## config.mk

```make
export PLATFORM = sky130hd
export DESIGN_NAME = bus_decoder
export DESIGN_NICKNAME = d
export VERILOG_FILES = /design/src/hw/bus_pkg.sv /design/src/hw/mem_map_pkg.sv /design/src/hw/bus_decoder.sv
export SDC_FILE = /design/constraint.sdc
export NUM_CORES = 1
export LEC_CHECK = 0
export ABC_AREA = 1
export BUFFER_PORTS_ARGS = -buffer_cell sky130_fd_sc_hd__clkbuf_2
export CORE_MARGIN = 5
export CORE_UTILIZATION = 25
export DETAILED_ROUTE_END_ITERATION = 12
export GPL_ROUTABILITY_DRIVEN = 0
export PLACE_DENSITY = 0.8
export SYNTH_ARGS = -nofsm -noshare
export SYNTH_HDL_FRONTEND = slang
export SYNTH_SLANG_ARGS = --single-unit
```

## constraint.sdc

```tcl
create_clock -name pll_clk -period 1.4 [get_ports pll_clk]
set_input_delay 0.35 -clock pll_clk [delete_from_list [all_inputs] [get_ports pll_clk]]
set_output_delay 0.35 -clock pll_clk [all_outputs]
set_load 0.02 [all_outputs]
```

## src/hw/bus_pkg.sv

```systemverilog
`default_nettype none

package bus_pkg;

    // ############################################################
    // Common memory bus types
    // ############################################################

    typedef logic [31:0] addr_t;   // Byte address
    typedef logic [31:0] word_t;   // Read and write data
    typedef logic [3:0]  mask_t;   // Bit n enables byte n
    typedef logic [63:0] cycle_t;  // Timer count and compare value

endpackage

`default_nettype wire

```

## src/hw/mem_map_pkg.sv

```systemverilog
`default_nettype none

package mem_map_pkg;

    // ############################################################
    // Region bases and masks
    // ############################################################

    localparam bus_pkg::addr_t RAM_BASE          = 32'h0000_0000;
    localparam bus_pkg::addr_t RAM_REGION_MASK   = 32'hffff_0000;  // Low 64 KB
    localparam bus_pkg::addr_t LEDS_BASE         = 32'h0001_0000;
    localparam bus_pkg::addr_t LEDS_REGION_MASK  = 32'hffff_fffc;  // One word
    localparam bus_pkg::addr_t TIMER_BASE        = 32'h0003_0000;
    localparam bus_pkg::addr_t TIMER_REGION_MASK = 32'hffff_fff0;  // Four words

    localparam int RAM_WORDS = 1024;  // 4 KB, aliased through the region

    // Timer word offsets
    localparam logic [3:0] TIMER_CYCLE_LO = 4'h0;
    localparam logic [3:0] TIMER_CYCLE_HI = 4'h4;
    localparam logic [3:0] TIMER_CMP_LO   = 4'h8;
    localparam logic [3:0] TIMER_CMP_HI   = 4'hc;

    typedef enum logic [1:0] {
        REGION_NONE,
        REGION_RAM,
        REGION_LEDS,
        REGION_TIMER
    } region_t;

endpackage

`default_nettype wire

```

## src/hw/bus_decoder.sv

```systemverilog
`timescale 1ns/1ps
`default_nettype none

module bus_decoder (
    input  logic           pll_clk,
    input  logic           reset,
    input  bus_pkg::addr_t mem_address,

    // Region selects
    output logic           ram_sel,
    output logic           leds_sel,
    output logic           timer_sel,

    // Return data
    input  bus_pkg::word_t ram_read_value,
    input  bus_pkg::word_t regs_read_value,
    output bus_pkg::word_t mem_read_value
);
    mem_map_pkg::region_t region;
    mem_map_pkg::region_t region_q;  // Region of the previous cycle
    logic                 ram_q;
    logic                 regs_q;

    always_comb begin
        region = mem_map_pkg::REGION_NONE;
        if ((mem_address & mem_map_pkg::RAM_REGION_MASK) == mem_map_pkg::RAM_BASE)
            region = mem_map_pkg::REGION_RAM;
        else if ((mem_address & mem_map_pkg::LEDS_REGION_MASK) == mem_map_pkg::LEDS_BASE)
            region = mem_map_pkg::REGION_LEDS;
        else if ((mem_address & mem_map_pkg::TIMER_REGION_MASK) == mem_map_pkg::TIMER_BASE)
            region = mem_map_pkg::REGION_TIMER;
    end

    assign ram_sel   = (region == mem_map_pkg::REGION_RAM);
    assign leds_sel  = (region == mem_map_pkg::REGION_LEDS);
    assign timer_sel = (region == mem_map_pkg::REGION_TIMER);

    always_ff @(posedge pll_clk) begin
        if (reset)
            region_q <= mem_map_pkg::REGION_NONE;
        else
            region_q <= region;
    end

    // ############################################################
    // Read data merge
    // ############################################################

    assign ram_q  = (region_q == mem_map_pkg::REGION_RAM);
    assign regs_q = (region_q == mem_map_pkg::REGION_LEDS) ||
                    (region_q == mem_map_pkg::REGION_TIMER);

    assign mem_read_value = ({32{ram_q}} & ram_read_value) |
                            ({32{regs_q}} & regs_read_value);  // Unmapped reads as zero

    a_sel_onehot: assert property (@(posedge pll_clk) disable iff (reset)
        $onehot0({ram_sel, leds_sel, timer_sel}));

endmodule

`default_nettype wire

```

==> out/metrics.cfg <==
[synthesis]
netlist_area_sq_um = 684
syn-num-nets = 252
synth_seq_cells = 2
synthDistinctLibCells = 12
yosysWarnings = 0
avgSynthCellArea_sq_um = 4.44
synth_cells = 154
synth_seq_area_share = 0.0585

[cells_and_area]
largest_reg_flops = 2
nets = 401
diodes = 0
top_regs = region_q: 2 flops
largest-register = region_q
final_common_cell = clkbuf_2
final_cell_mix = clkbuf_2 (93), nand2_1 (49), buf_8 (26)
num-fill-cells = 181
syn2layout_area_growth_pct = 224
stdcell_area_sq_mm = 0.00222
layout-drive-gt1-share = 0.741

[outcome]
violations = setup timing
status = complete, but fails checks

[global_route]
grtUsageMet1 = 0.201
grt_antenna_before_repair = 0
overflow = 0
gr-max-usage-layer = met2
met3_usage = 0.0541
grt_max_degree = 16
grt_pass1_vias = 1432
track_usage = 0.189
grt_pass1_wl_mm = 6.22
groute.layer.met2.usage = 0.364

[clocking]
holdBufCountCts = 0
htreeDepth = 1
cts_buffers = 3
cts.sinks = 2
clockBufferDepth = 2
clk_pin_slew_worst_paths_ps = 30
root_buffer = clkbuf_4
tritoncts = done

[drt]
viasPerCell = 4.66
drt-pass1-iter-count = 4
route.detailed.drc = 0
postRouteWirelength_mm = 4.78
ant_nets = 0
wl_per_cell_um = 14.4
num_vias = 1548
drt_iter0_markers = 74

[setup_path]
worstPathArrival_ps = 1130
critPathSlowestCell = nor2_4
crit_required_ps = 1050
crit_type = in2out
crit_buf_inv = 2
crit_path_frequent_cell = nor2_4
path_max_fanout = 2
crit_chain = buf_6 > nor2_4 > nand2_2 > nor2_4 > nand2_2 > nor2_4 > buf_8
crit_path_start_kind = input pin
cp_slowest_stage_delay_ps = 160
cp_top_family = simple AND/OR/NAND/NOR gates
worst_setup_path_end_kind = primary output

[timing]
whs_ps = 312
finalWorstSetupSlack_ps = -78.5
hold_viol_final = 0
rsz0062_at_grt = yes
fin_crit_ps = 1480
slew_violations = 0
setup_tns_ps = -1050
fmax_ghz = 0.676
setup_viol = 33
slew_headroom = 0.902
tightest_slew_ps = 147
period_share = 1.06

[pwr]
peakVddDrop_v = 0.000166
power.leakage_nw = 1.19
totalPowerFinal_w = 0.000362
powerDensity_mw_per_mm2 = 163

[floorplanning]
die_area_sq_mm = 0.00388
die_y_um = 62.3
start_util = 0.255
coreArea_sq_mm = 0.00269
fp.dieW_um = 62.3
core.rowCount = 19
io_pins = 133

[placed_design]
pre_cts_ws_ps = -62.4
post_dp_cell_area_sq_mm = 0.00142
port_buffers = 130
hpwlAfterDp_mm = 2.84

[job]
cap_violations = 0

[worst_hold_path]
holdCritPathClass = in2reg

[worst paths after layout]
path	slack, ps	from	end	depth (start not counted)
max	-80	mem_address[22]	ram_sel	7
min	310	reset	region_q[0]	2
[timing repair]
item / CTS / global route
pin swaps: 17 / 36
setup buffers: 7 / 2
gates resized for setup: 95 / 97
endpoints found under the setup margin: 35 / 37
cloned: 2 / 1
[synthesized netlist by cell type]
library cell  count  share of area
buf_2             5          0.037
o21bai_1          1          0.011
nor2_1           20           0.11
nand3_1          33           0.24
nand2_2           1         0.0091
nor2_2            5          0.046
dfxtp_1           2          0.059
clkbuf_1          3          0.016
nand2_1          75           0.41
inv_1             6          0.033
nor2_4            1          0.016
buf_1             2          0.011
[logic make-up after synthesis]
| group | share of synthesized area |
|---|---|
| AND/OR/NAND/NOR | 0.834 |
| buffers and inverters | 0.0969 |
| flip-flops | 0.0585 |
| AO/OA/AOI/OAI | 0.0110 |
[cell type report]
type | instances | area [sq um] | area share
Tap cell | 31 | 38.8 | 0.0175
Sequential cell | 2 | 47.5 | 0.0214
Inverter | 6 | 30.0 | 0.0135
Clock buffer | 3 | 22.5 | 0.0102
Timing Repair Buffer | 154 | 1240 | 0.557
Multi-Input combinational cell | 136 | 843 | 0.380
[per-layer routing]
layer,wire length [um],share of wire
met1,1630,0.34
met2,2640,0.55
met3,417,0.087
met4,96,0.020
met5,0,0
[where the power goes]
part | leakage, nW | switching, W | internal [W] | total, W
clock | 0.0138 | 0.0000353 | 0.0000948 | 0.000130
combinational | 1.16 | 0.0000695 | 0.000109 | 0.000178
sequential | 0.0177 | 0.000000000793 | 0.0000536 | 0.0000536
[metrics by stage]
stage | std cells | util
2_1_floorplan | 154 | -
3_3_place_gp | 317 | 0.529
3_5_place_dp | 317 | 0.529
4_1_cts | 329 | 0.703
5_1_grt | 332 | 0.826
6_report | 332 | 0.826
(Power assumes the default switching activity.)
