===== config.mk =====
export PLATFORM = sky130hd
export DESIGN_NAME = bus_arbiter
export DESIGN_NICKNAME = d
export VERILOG_FILES = /design/src/hw/bus_pkg.sv /design/src/hw/bus_arbiter.sv
export SDC_FILE = /design/constraint.sdc
export NUM_CORES = 1
export LEC_CHECK = 0
export ABC_CLOCK_PERIOD_IN_PS = 1750
export BUFFER_PORTS_ARGS = -buffer_cell sky130_fd_sc_hd__buf_4
export CELL_PAD_IN_SITES_DETAIL_PLACEMENT = 0
export CELL_PAD_IN_SITES_GLOBAL_PLACEMENT = 2
export CORE_AREA = 10 10 105 145
export CTS_CLUSTER_SIZE = 40
export DETAILED_ROUTE_END_ITERATION = 16
export DIE_AREA = 0 0 115 155
export PLACE_DENSITY_LB_ADDON = 0.1
export SLEW_MARGIN = 20
export SYNTH_ARGS = -nofsm -noshare
export SYNTH_HDL_FRONTEND = slang
export SYNTH_SLANG_ARGS = --single-unit

===== constraint.sdc =====
create_clock -name pll_clk -period 1.75 [get_ports pll_clk]
set_input_delay 0.35 -clock pll_clk [delete_from_list [all_inputs] [get_ports pll_clk]]
set_output_delay 0.35 -clock pll_clk [all_outputs]
set_load 0.02 [all_outputs]

===== src/hw/bus_pkg.sv =====
`default_nettype none

package bus_pkg;

    // ############################################################
    // Common memory bus types
    // ############################################################

    typedef logic [31:0] addr_t;   // Byte address
    typedef logic [31:0] word_t;   // Read and write data
    typedef logic [3:0]  mask_t;   // Bit n enables byte n
    typedef logic [63:0] cycle_t;  // Timer count and compare value

endpackage

`default_nettype wire


===== src/hw/bus_arbiter.sv =====
`timescale 1ns/1ps
`default_nettype none

module bus_arbiter (
    input  logic           pll_clk,
    input  logic           reset,

    // Instruction master
    input  bus_pkg::addr_t instr_address,
    input  logic           instr_read,
    output bus_pkg::word_t instr_read_value,
    output logic           instr_ready,

    // Data master
    input  bus_pkg::addr_t data_address,
    input  logic           data_read,
    input  logic           data_write,
    input  bus_pkg::mask_t data_write_mask,
    input  bus_pkg::word_t data_write_value,
    output bus_pkg::word_t data_read_value,
    output logic           data_ready,

    // Common bus
    output bus_pkg::addr_t mem_address,
    output logic           mem_read,
    output logic           mem_write,
    output bus_pkg::mask_t mem_write_mask,
    output bus_pkg::word_t mem_write_value,
    input  bus_pkg::word_t mem_read_value
);
    typedef enum logic {
        ARB_IDLE,
        ARB_RESPOND
    } arb_state_t;

    arb_state_t state;
    logic       grant_data;     // Owner of the access in flight
    logic       data_req;
    logic       issue;
    logic       bus_from_data;

    assign data_req      = data_read | data_write;
    assign issue         = (state == ARB_IDLE) && (data_req || instr_read);
    assign bus_from_data = (state == ARB_IDLE) ? data_req : grant_data;  // Data wins

    assign mem_address     = bus_from_data ? data_address : instr_address;
    assign mem_read        = issue && (bus_from_data ? data_read : instr_read);
    assign mem_write       = issue && bus_from_data && data_write;
    assign mem_write_mask  = bus_from_data ? data_write_mask : '0;  // Fetches never write
    assign mem_write_value = data_write_value;

    always_ff @(posedge pll_clk) begin
        if (reset) begin
            state      <= ARB_IDLE;
            grant_data <= 1'b0;
        end else begin
            case (state)
                ARB_IDLE: begin
                    if (issue) begin
                        state      <= ARB_RESPOND;
                        grant_data <= data_req;
                    end
                end
                ARB_RESPOND: state <= ARB_IDLE;  // No issue in the ready cycle
                default:     state <= ARB_IDLE;
            endcase
        end
    end

    assign data_ready       = (state == ARB_RESPOND) && grant_data;
    assign instr_ready      = (state == ARB_RESPOND) && !grant_data;
    assign data_read_value  = data_ready ? mem_read_value : '0;
    assign instr_read_value = instr_ready ? mem_read_value : '0;

    a_ready_exclusive: assert property (@(posedge pll_clk) disable iff (reset)
        !(instr_ready && data_ready));

endmodule

`default_nettype wire


==> Implementation_results.wiki <==
{| class="wikitable"
! Metric !! Value
|-
| Met3 wire length || 1320 um
|-
| Final clock period utilization by the worst path || 109%
|-
| Via-to-Cell Ratio || 3.82
|-
| H-tree depth || 1
|-
| Total count of hold-check failures in the final report || 0
|-
| Post-layout worst setup margin || -154 ps
|-
| Post-synthesis instance area || 1230 um^2
|-
| Final weighted congestion in routability-driven placement || 0.693
|-
| Commonest cells after routing, fill and taps aside || sky130_fd_sc_hd__buf_4 (190), sky130_fd_sc_hd__and2_1 (37), sky130_fd_sc_hd__and3_1 (32)
|-
| Total die area || 17800 um^2
|-
| RSZ-0062 raised after global routing || yes
|-
| Pin count of the biggest net entering global routing || 39
|-
| First-pass GRT wire length || 12100 um
|-
| Combinational group share of total power || approximately 72%
|-
| Length of the first detailed-routing pass in iterations || 4
|-
| Maximum clock skew at final layout || 0.719 ps
|-
| Drt first-iter violations || 39
|-
| Gr ovfl total || 0
|-
| Path depth of the worst reg2reg path || 3
|-
| Hold-critical path depth || 2
|-
| CTS tree || done
|-
| Top routing layer in use || met4
|-
| Length of routed wiring on met1 || about 2800 um
|-
| Power per unit of standard cell area || 482 nW/um^2
|-
| Sequential fraction of the synthesis area || 3.27%
|-
| Post-placement setup slack || 22.9 ps
|-
| Warnings from Yosys || 0
|-
| Number of nets with antenna violations after routing || 0
|-
| Clock-pin slew on the worst setup and hold paths || ~30 ps
|-
| Internal power || around 910 uW
|-
| Critical path class || reg -> out
|-
| Worst path arrival time || around 1600 ps
|-
| Failing checks || negative setup slack
|-
| FF-to-FF Start || state$_SDFF_PP0_
|-
| Number of slew-limit violations in the final report || 0
|-
| # hold bufs at CTS || 0
|-
| Chip Width || 115 um
|-
| Maximum root-to-sink buffer count || 2
|-
| Yosys cell types || 16
|-
| Total via count in the routed design || between 1500 and 2000
|-
| Filler cell count in the final layout || 1380
|-
| Util after Layout || 23.8%
|-
| Number of sinks handled by clock tree synthesis || 2
|-
| Hold Path Origin || reset
|-
| Overall track demand over capacity in global routing || 8.64%
|-
| Min-Delay Path Class || in -> reg
|-
| Tmin final || 1900 ps
|-
| Status || finished with violations
|-
| Root buffer selected by CTS || sky130_fd_sc_hd__clkbuf_16
|-
| Endpoint kind of the worst setup timing path || output port
|-
| Rows || 49
|-
| Non-filler cells in the finished layout || between 400 and 500
|-
| Number of clock buffers inserted by TritonCTS || 3
|-
| Total wire length || 9070 um
|-
| Initial antenna violation count || 0
|-
| Highest attainable clock frequency || 525 MHz
|-
| Total nets after synthesis || 298
|-
| Placed cell count || 483
|-
| Startpoint types || flop
|-
| Endpoint of the worst hold-timing path || state$_SDFF_PP0_
|-
| Synthesized instance count || 161
|-
| Max Cap Violations || 0
|-
| Maximum fanout encountered on the critical timing path || 7
|-
| Final routed DRC violation total || 0
|-
| Proportion of power drawn by flip-flops and latches || between 3 and 4%
|-
| Most common library cell in the layout ignoring fill and taps || sky130_fd_sc_hd__buf_4
|-
| Pin slew with the least headroom to its limit || 366 ps
|-
| Number of antenna diodes || 0
|-
| Register-to-register path setup slack || 680 ps
|-
| Number of global-route vias before repair || between 1500 and 2000
|-
| Clock Latency Late Sink || ~220 ps
|-
| Leak || around 1.7 nW
|-
| Sw frac || 37.4%
|-
| Die span in y || around 160 um
|-
| Fin nets || between 400 and 500
|-
| Average routed wire per standard cell || between 15 and 20 um
|-
| Register bit count reported by yosys || 2
|-
| Headroom to the max-slew limit || 75.6%
|-
| Initial Utilization || 9.71%
|-
| Power dissipated by switching net loads || 540 uW
|-
| Endpoint of the worst register-to-register path || grant_data$_SDFFE_PP0P_
|-
| Mean area per synthesized cell || 7.62 um^2
|-
| Total of buffers placed on input and output ports || 208
|-
| Worst path required time || about 1400 ps
|-
| Placed wire-length estimate || 7450 um
|-
| Core area || 12600 um^2
|-
| Met2 Routed Length || 4820 um
|-
| Final count of negative-setup-slack endpoints || 32
|-
| Clock network fraction of design power || about a quarter
|-
| Maximum vdd ir drop || 291 uV
|-
| Boundary pin count || 273
|-
| Final hold slack || 295 ps
|-
| Share of final-layout standard cells stronger than drive strength 1 || 76.3%
|-
| Layout overhead on the synthesized area || 145%
|}
==> cell type report <==
cell class	instances	area (um^2)	area share, %
multi-input combinational	112	900	30.0
clock buffer	3	75.1	2.50
inverter	2	7.51	0.250
timing repair buffer	218	1790	59.5
sequential	2	41.3	1.38
tap	153	191	6.38
==> timing repair <==
action	in CTS	in global routing
gates cloned	0	3
pin swaps	0	2
endpoints found under the setup margin	64	64
resized for setup	4	28
buffers inserted	0	1
==> sequential cells by signal (all words and copies together) (netlist names) <==
name        flops
state           1
grant_data      1
==> per-stage QoR <==
step,cell area [um^2],setup TNS (ps),total power [mW]
after floorplan,1230,0,0.616
final,3000,-4370,1.45
after detailed placement,2730,0,1.00
after global placement,2730,0,1.02
after CTS,2810,-4050,1.36
after global routing,3000,-8430,1.52
==> synthesized netlist by cell type, drive strengths merged <==
cell type,n,share of area (%)
dfxtp,2,3.3
o21ai,1,0.41
and2,37,19
inv,2,0.61
mux2,32,29
nor2b,1,1.1
a21oi,2,0.82
clkbuf,10,3.1
nor3,3,1.6
buf,35,22
o21bai,1,0.61
nor2,3,1.5
and3,32,16
==> worst max-delay path, stage by stage, from the launching register on <==
cell                        delay (ps)
sky130_fd_sc_hd__dfxtp_2           330
sky130_fd_sc_hd__nor2b_4           140
sky130_fd_sc_hd__nor2_4             90
sky130_fd_sc_hd__buf_12            140
sky130_fd_sc_hd__clkbuf_16         150
sky130_fd_sc_hd__mux2_2            350
sky130_fd_sc_hd__buf_6             140
==> kinds of logic after synthesis <==
logic type	share of synthesized area [%]
multiplexers	29.4
flip-flops	3.27
AO/OA/AOI/OAI	1.84
AND/OR/NAND/NOR	39.5
buffers and inverters	26.0
==> how the worst max path moves through the flow <==
stage                                        from               to  slack [ps]  depth (start not counted)
after floorplan           grant_data$_SDFFE_PP0P_  mem_address[10]         110                          4
after global placement                  data_read  mem_address[10]          30                          6
after detailed placement                data_read  mem_address[10]          20                          6
after CTS                        state$_SDFF_PP0_  mem_address[12]        -150                          5
after global routing             state$_SDFF_PP0_  mem_address[31]        -190                          6
final                            state$_SDFF_PP0_   mem_address[1]        -150                          6
==> routing by layer <==
layer  up-vias  GRT usage [%]
met5         -              0
met4         0           1.95
met3        12           5.43
met2       171           16.0
met1       825           7.49
li1        862              -
==> power groups by stage <==
stage	clock [mW]	sequential, mW	combinational [mW]
2_1_floorplan	0	0.0558	0.560
3_3_place_gp	0	0.0543	0.963
3_5_place_dp	0	0.0546	0.950
4_1_cts	0.351	0.0544	0.958
5_1_grt	0.352	0.0554	1.11
6_report	0.344	0.0551	1.05
(Power assumes the default switching activity.)
