[src/hw/bus_pkg.sv]
`default_nettype none

package bus_pkg;

    // ############################################################
    // Common memory bus types
    // ############################################################

    typedef logic [31:0] addr_t;   // Byte address
    typedef logic [31:0] word_t;   // Read and write data
    typedef logic [3:0]  mask_t;   // Bit n enables byte n
    typedef logic [63:0] cycle_t;  // Timer count and compare value

endpackage

`default_nettype wire

[src/hw/mem_map_pkg.sv]
`default_nettype none

package mem_map_pkg;

    // ############################################################
    // Region bases and masks
    // ############################################################

    localparam bus_pkg::addr_t RAM_BASE          = 32'h0000_0000;
    localparam bus_pkg::addr_t RAM_REGION_MASK   = 32'hffff_0000;  // Low 64 KB
    localparam bus_pkg::addr_t LEDS_BASE         = 32'h0001_0000;
    localparam bus_pkg::addr_t LEDS_REGION_MASK  = 32'hffff_fffc;  // One word
    localparam bus_pkg::addr_t TIMER_BASE        = 32'h0003_0000;
    localparam bus_pkg::addr_t TIMER_REGION_MASK = 32'hffff_fff0;  // Four words

    localparam int RAM_WORDS = 1024;  // 4 KB, aliased through the region

    // Timer word offsets
    localparam logic [3:0] TIMER_CYCLE_LO = 4'h0;
    localparam logic [3:0] TIMER_CYCLE_HI = 4'h4;
    localparam logic [3:0] TIMER_CMP_LO   = 4'h8;
    localparam logic [3:0] TIMER_CMP_HI   = 4'hc;

    typedef enum logic [1:0] {
        REGION_NONE,
        REGION_RAM,
        REGION_LEDS,
        REGION_TIMER
    } region_t;

endpackage

`default_nettype wire

[src/hw/sys_regs.sv]
`timescale 1ns/1ps
`default_nettype none

module sys_regs (
    input  logic           pll_clk,
    input  logic           reset,

    // Common bus
    input  bus_pkg::addr_t mem_address,
    input  logic           leds_sel,
    input  logic           timer_sel,
    input  logic           mem_read,
    input  logic           mem_write,
    input  bus_pkg::mask_t mem_write_mask,
    input  bus_pkg::word_t mem_write_value,

    // Return data
    output bus_pkg::word_t regs_read_value,

    // Peripherals
    output logic [7:0]     leds,
    output logic           timer_irq
);
    bus_pkg::cycle_t cycle;
    bus_pkg::cycle_t cycle_cmp;
    bus_pkg::word_t  read_next;
    logic [3:0]      offset;
    logic            timer_write;

    assign offset      = mem_address[3:0];
    assign timer_write = timer_sel && mem_write;

    // Merges the enabled bytes of a write into an existing word
    function automatic bus_pkg::word_t merge_word(
        input bus_pkg::word_t old_value,
        input bus_pkg::word_t new_value,
        input bus_pkg::mask_t mask
    );
        bus_pkg::word_t result;
        result = old_value;
        for (int i = 0; i < 4; i++) begin
            if (mask[i])
                result[i*8 +: 8] = new_value[i*8 +: 8];
        end
        return result;
    endfunction

    // ############################################################
    // LED port
    // ############################################################

    always_ff @(posedge pll_clk) begin
        if (reset)
            leds <= '0;
        else if (leds_sel && mem_write && mem_write_mask[0])
            leds <= mem_write_value[7:0];
    end

    // ############################################################
    // Cycle timer and compare
    // ############################################################

    always_ff @(posedge pll_clk) begin
        if (reset) begin
            cycle     <= '0;
            cycle_cmp <= '1;    // Interrupt off until programmed
            timer_irq <= 1'b0;
        end else begin
            cycle     <= cycle + 64'd1;  // Free running, read only
            timer_irq <= (cycle >= cycle_cmp);
            if (timer_write && offset == mem_map_pkg::TIMER_CMP_LO)
                cycle_cmp[31:0] <= merge_word(cycle_cmp[31:0], mem_write_value,
                                              mem_write_mask);
            if (timer_write && offset == mem_map_pkg::TIMER_CMP_HI)
                cycle_cmp[63:32] <= merge_word(cycle_cmp[63:32], mem_write_value,
                                               mem_write_mask);
        end
    end

    // ############################################################
    // Read port
    // ############################################################

    always_comb begin
        read_next = '0;
        if (mem_read && leds_sel) begin
            read_next = {24'b0, leds};
        end else if (mem_read && timer_sel) begin
            case (offset)
                mem_map_pkg::TIMER_CYCLE_LO: read_next = cycle[31:0];
                mem_map_pkg::TIMER_CYCLE_HI: read_next = cycle[63:32];
                mem_map_pkg::TIMER_CMP_LO:   read_next = cycle_cmp[31:0];
                mem_map_pkg::TIMER_CMP_HI:   read_next = cycle_cmp[63:32];
                default:                     read_next = '0;
            endcase
        end
    end

    always_ff @(posedge pll_clk) begin
        regs_read_value <= read_next;   // Zero when not selected
    end

    // Bus writes to the count offsets must leave the counter alone
    a_cycle_free_running: assert property (@(posedge pll_clk) disable iff (reset)
        !$past(reset) |-> cycle == $past(cycle) + 64'd1);

endmodule

`default_nettype wire

[config.mk]
export PLATFORM = sky130hd
export DESIGN_NAME = sys_regs
export DESIGN_NICKNAME = d
export VERILOG_FILES = /design/src/hw/bus_pkg.sv /design/src/hw/mem_map_pkg.sv /design/src/hw/sys_regs.sv
export SDC_FILE = /design/constraint.sdc
export NUM_CORES = 1
export LEC_CHECK = 0
export ABC_AREA = 1
export ABC_CLOCK_PERIOD_IN_PS = 1700
export BUFFER_PORTS_ARGS = -buffer_cell sky130_fd_sc_hd__clkbuf_2
export CORE_UTILIZATION = 50
export CTS_BUF_LIST = sky130_fd_sc_hd__clkbuf_16
export DETAILED_ROUTE_END_ITERATION = 10
export PLACE_DENSITY = 0.75
export SYNTH_ARGS = -nofsm -noshare
export SYNTH_HDL_FRONTEND = slang
export SYNTH_SLANG_ARGS = --single-unit
[constraint.sdc]
create_clock -name pll_clk -period 1.7 [get_ports pll_clk]
set_clock_uncertainty 0.05 [all_clocks]
set_input_delay 0.17 -clock pll_clk [delete_from_list [all_inputs] [get_ports pll_clk]]
set_output_delay 0.17 -clock pll_clk [all_outputs]
set_load 0.01 [all_outputs]
==> impl_metrics.tcl <==
set metrics [dict create \
    status "finished, violations left" \
    failed_checks "negative setup slack" \
    drive_above_1_share_pct 38.24 \
    cts_buffers 17 \
    die_h_um 139.9 \
    io_pins 115 \
    max_slew_margin_pct 57.20 \
    worst_ep_arrival_time_ns 2.15 \
    end_kind "flop" \
    grt_pass1_vias 9943 \
    io_buffers 86 \
    swShare_pct 25.29 \
    drtIter0Drc 1035 \
    reg2reg_to "timer_irq" \
    maxCapViolCount 0 \
    hold_start "mem_read" \
    p_sw_mw 2.166 \
    power_density_nw_per_um2 615.0 \
    p_seq_share_pct 46.6 \
    yosys.cell_count.top_type "nand2_1" \
    syn_to_final_growth_pct 46.47 \
    syn_nets 1452 \
    fp.coreArea_um2 18640 \
    maxSlewViolCount 0 \
    met2_usage_pct 58.66 \
    die_x_um 139.9 \
    viasPerCell 5.636 \
    cts-root-buf "clkbuf_16" \
    critPathLaunchType "flop" \
    rsz0062_at_grt "yes" \
    num_vias 10710 \
    clk_pin_slew_ns 0.07 \
    worst-path-buf-inv 1 \
    grt_busiest_layer "met2" \
    yosysTopAreaCell "dfxtp_1" \
    crit_fanout 3 \
    synth_common_cells "290 x nand2_1, 180 x inv_1, 169 x dfxtp_1" \
    timing.rr.start "cycle_cmp[61]" \
    internal-power_mw 6.398 \
    fmax_mhz 545.9 \
    htree_levels 4 \
    worst_slew_pin_slew_ns 0.6410 \
    crit_family "simple AND/OR/NAND/NOR gates" \
    dp_hpwl_um 25720 \
    worst_slack_ns -0.1319 \
    gp_congestion 1.010 \
    synth_top_area_share_pct 35.58 \
    max_stage_delay_ns 0.35 \
    synth_warnings 0 \
    worstHoldPathCells 3 \
    num_rows 50 \
    drc 0 \
    combPwrFrac_pct 5.8 \
    crit_chain "inv_2, ha_4, nand4_1, nor2_4, nand3_4, nor2_4, nand2_1, nand2_1, nor2_2, a21oi_1" \
    cts.sinks 169 \
    whs_ns 0.04388 \
    p_leak_nw 6.253 \
    antenna_left 0 \
    track_usage_pct 35.43 \
    clkPwrFrac_pct 47.5 \
    hold_class "in -> reg" \
    r2r_setup_slack_ns -0.13 \
    first_pass_iters 5 \
    use_met3_pct 6.427 \
    fp.dieArea_um2 19570 \
    grt_overflow 0 \
    synth-edff-count 0 \
    clkLatencyLatePin_ns 0.44 \
    synth-async-reset-ratio_pct 0 \
    clockBufferDepth 2 \
    ys_top_cells_by_area "dfxtp_1 36%, nand2_1 11%, ha_1 8.6%" \
    postPlaceCellArea_um2 11760 \
    min_to "regs_read_value[7]" \
    grt_pass1_wl_um 53070 \
    finalSetupViolations 8 \
    period_share_pct 107.8 \
    synthFlopType "dfxtp_1" \
    diodes 0 \
    cts_tree "done" \
    initial_core_util_pct 51.00 \
    totalWireLength_um 35900 \
    final-hold-violation-count 0 \
    min_period_ns 1.832 \
    synth.ff_latch_count 169 \
    synth_cells 1313 \
    wl_per_cell_um 18.90 \
    crit_type "reg -> reg" \
    power_mw 8.564 \
    yosysSeqAreaShare_pct 35.58 \
    grt_max_degree 53 \
    syn_avg_cell_area_um2 7.241 \
    nNetsFinal 1793 \
    slowest_stage "dfxtp_2" \
    r2r_cells 10 \
    fin_area_um2 13930 \
    use_met1_pct 46.23 \
    antenna_found_initial 1 \
    crit_required_ns 2.02 \
    vdd.ir_drop.worst_uv 620.1 \
    ys_types 39 \
    netlist_area_um2 9508 \
]
registers in the layout, summed over array words and instances, names as in the netlist:
| name | cells |
|---|---|
| leds | 8 |
| cycle | 64 |
| cycle_cmp | 64 |
| timer_irq | 1 |
| regs_read_value | 32 |
what timing repair did:
item | 4_1_cts | 5_1_grt
buffers inserted | 9 | 23
pin swaps | 16 | 77
resized for setup | 72 | 225
endpoints found under the hold margin | 64 | 0
setup endpoints to repair | 25 | 42
hold buffers | 32 | 0
logic make-up (layout without fill, tap and decap cells):
| logic type | after synthesis | count (layout) | share of synthesized area (%) |
|---|---|---|---|
| fa+ha+maj | 65 | 65 | 8.554 |
| buf+inv | 225 | 578 | 9.225 |
| xor+xnor | 5 | 5 | 0.4606 |
| flops | 169 | 169 | 35.58 |
| simple gates | 589 | 589 | 29.16 |
| compound gates | 260 | 260 | 17.02 |
layout make-up:
class                      count  area, µm²
clock buffer                  17      425.4
clock inverter                14      163.9
fill                        1392       4717
inverter                     187      709.4
multi-input combinational    919       6103
sequential                   169       3486
tap                          234      292.8
timing repair buffer         360       2745
tightest hold or removal path, cell delays in order:
cell      delay (ns)
clkbuf_2        0.09
nand2_1         0.14
o21ai_0         0.09
worst max path at each step:
stage                              from   endpoint  slack [ns]  depth (start not counted)
final                     cycle_cmp[61]  timer_irq       -0.13                         10
after global routing          cycle[21]  timer_irq       -0.21                         10
after CTS                     cycle[18]  timer_irq       -0.08                         14
after detailed placement  cycle_cmp[61]  timer_irq       -0.21                         10
after global placement    cycle_cmp[61]  timer_irq       -0.25                          8
after floorplan                cycle[1]  cycle[34]        0.09                         10
through the flow:
step	setup TNS, ns	setup slack [ns]	instances	util, %
4_1_cts	-0.1979	-0.07826	1879	69.85
6_report	-0.3576	-0.1319	1900	74.70
5_1_grt	-1.493	-0.2055	1900	74.70
3_5_place_dp	-1.570	-0.2071	1807	63.08
2_1_floorplan	0	0.09397	1313	-
3_3_place_gp	-1.091	-0.2458	1807	63.08
placed cells by master (no fill, tap or decap), drive strengths merged, types with 4 or more instances in the layout:
cell type,Yosys,final
a221oi,28,28
nand3,43,43
nand4,36,36
ha,65,65
o2111ai,4,4
dfxtp,169,169
o21ai,48,48
o211ai,63,63
a21oi,88,88
inv,187,196
nand2,300,300
or2,5,5
dlygate4sd3,0,32
clkbuf,28,103
buf,10,242
nor2,151,151
nor3,45,45
xor2,5,5
o22ai,27,27
routing by layer:
| layer | wire (µm) | up-vias |
|---|---|---|
| met5 | 0 | - |
| met4 | 1095 | 0 |
| met3 | 2608 | 78 |
| met2 | 16940 | 472 |
| met1 | 15260 | 5046 |
| li1 | - | 5112 |
power groups by stage:
stage	registers (mW)	clock network, mW	logic, mW
floorplan	4.11	0	0.193
global placement	4.10	0	0.396
detailed placement	4.10	0	0.402
CTS	4.01	4.07	0.472
global route	4.00	4.24	0.540
finish	3.99	4.07	0.501
Note: power is estimated with default switching activity, not from simulation.
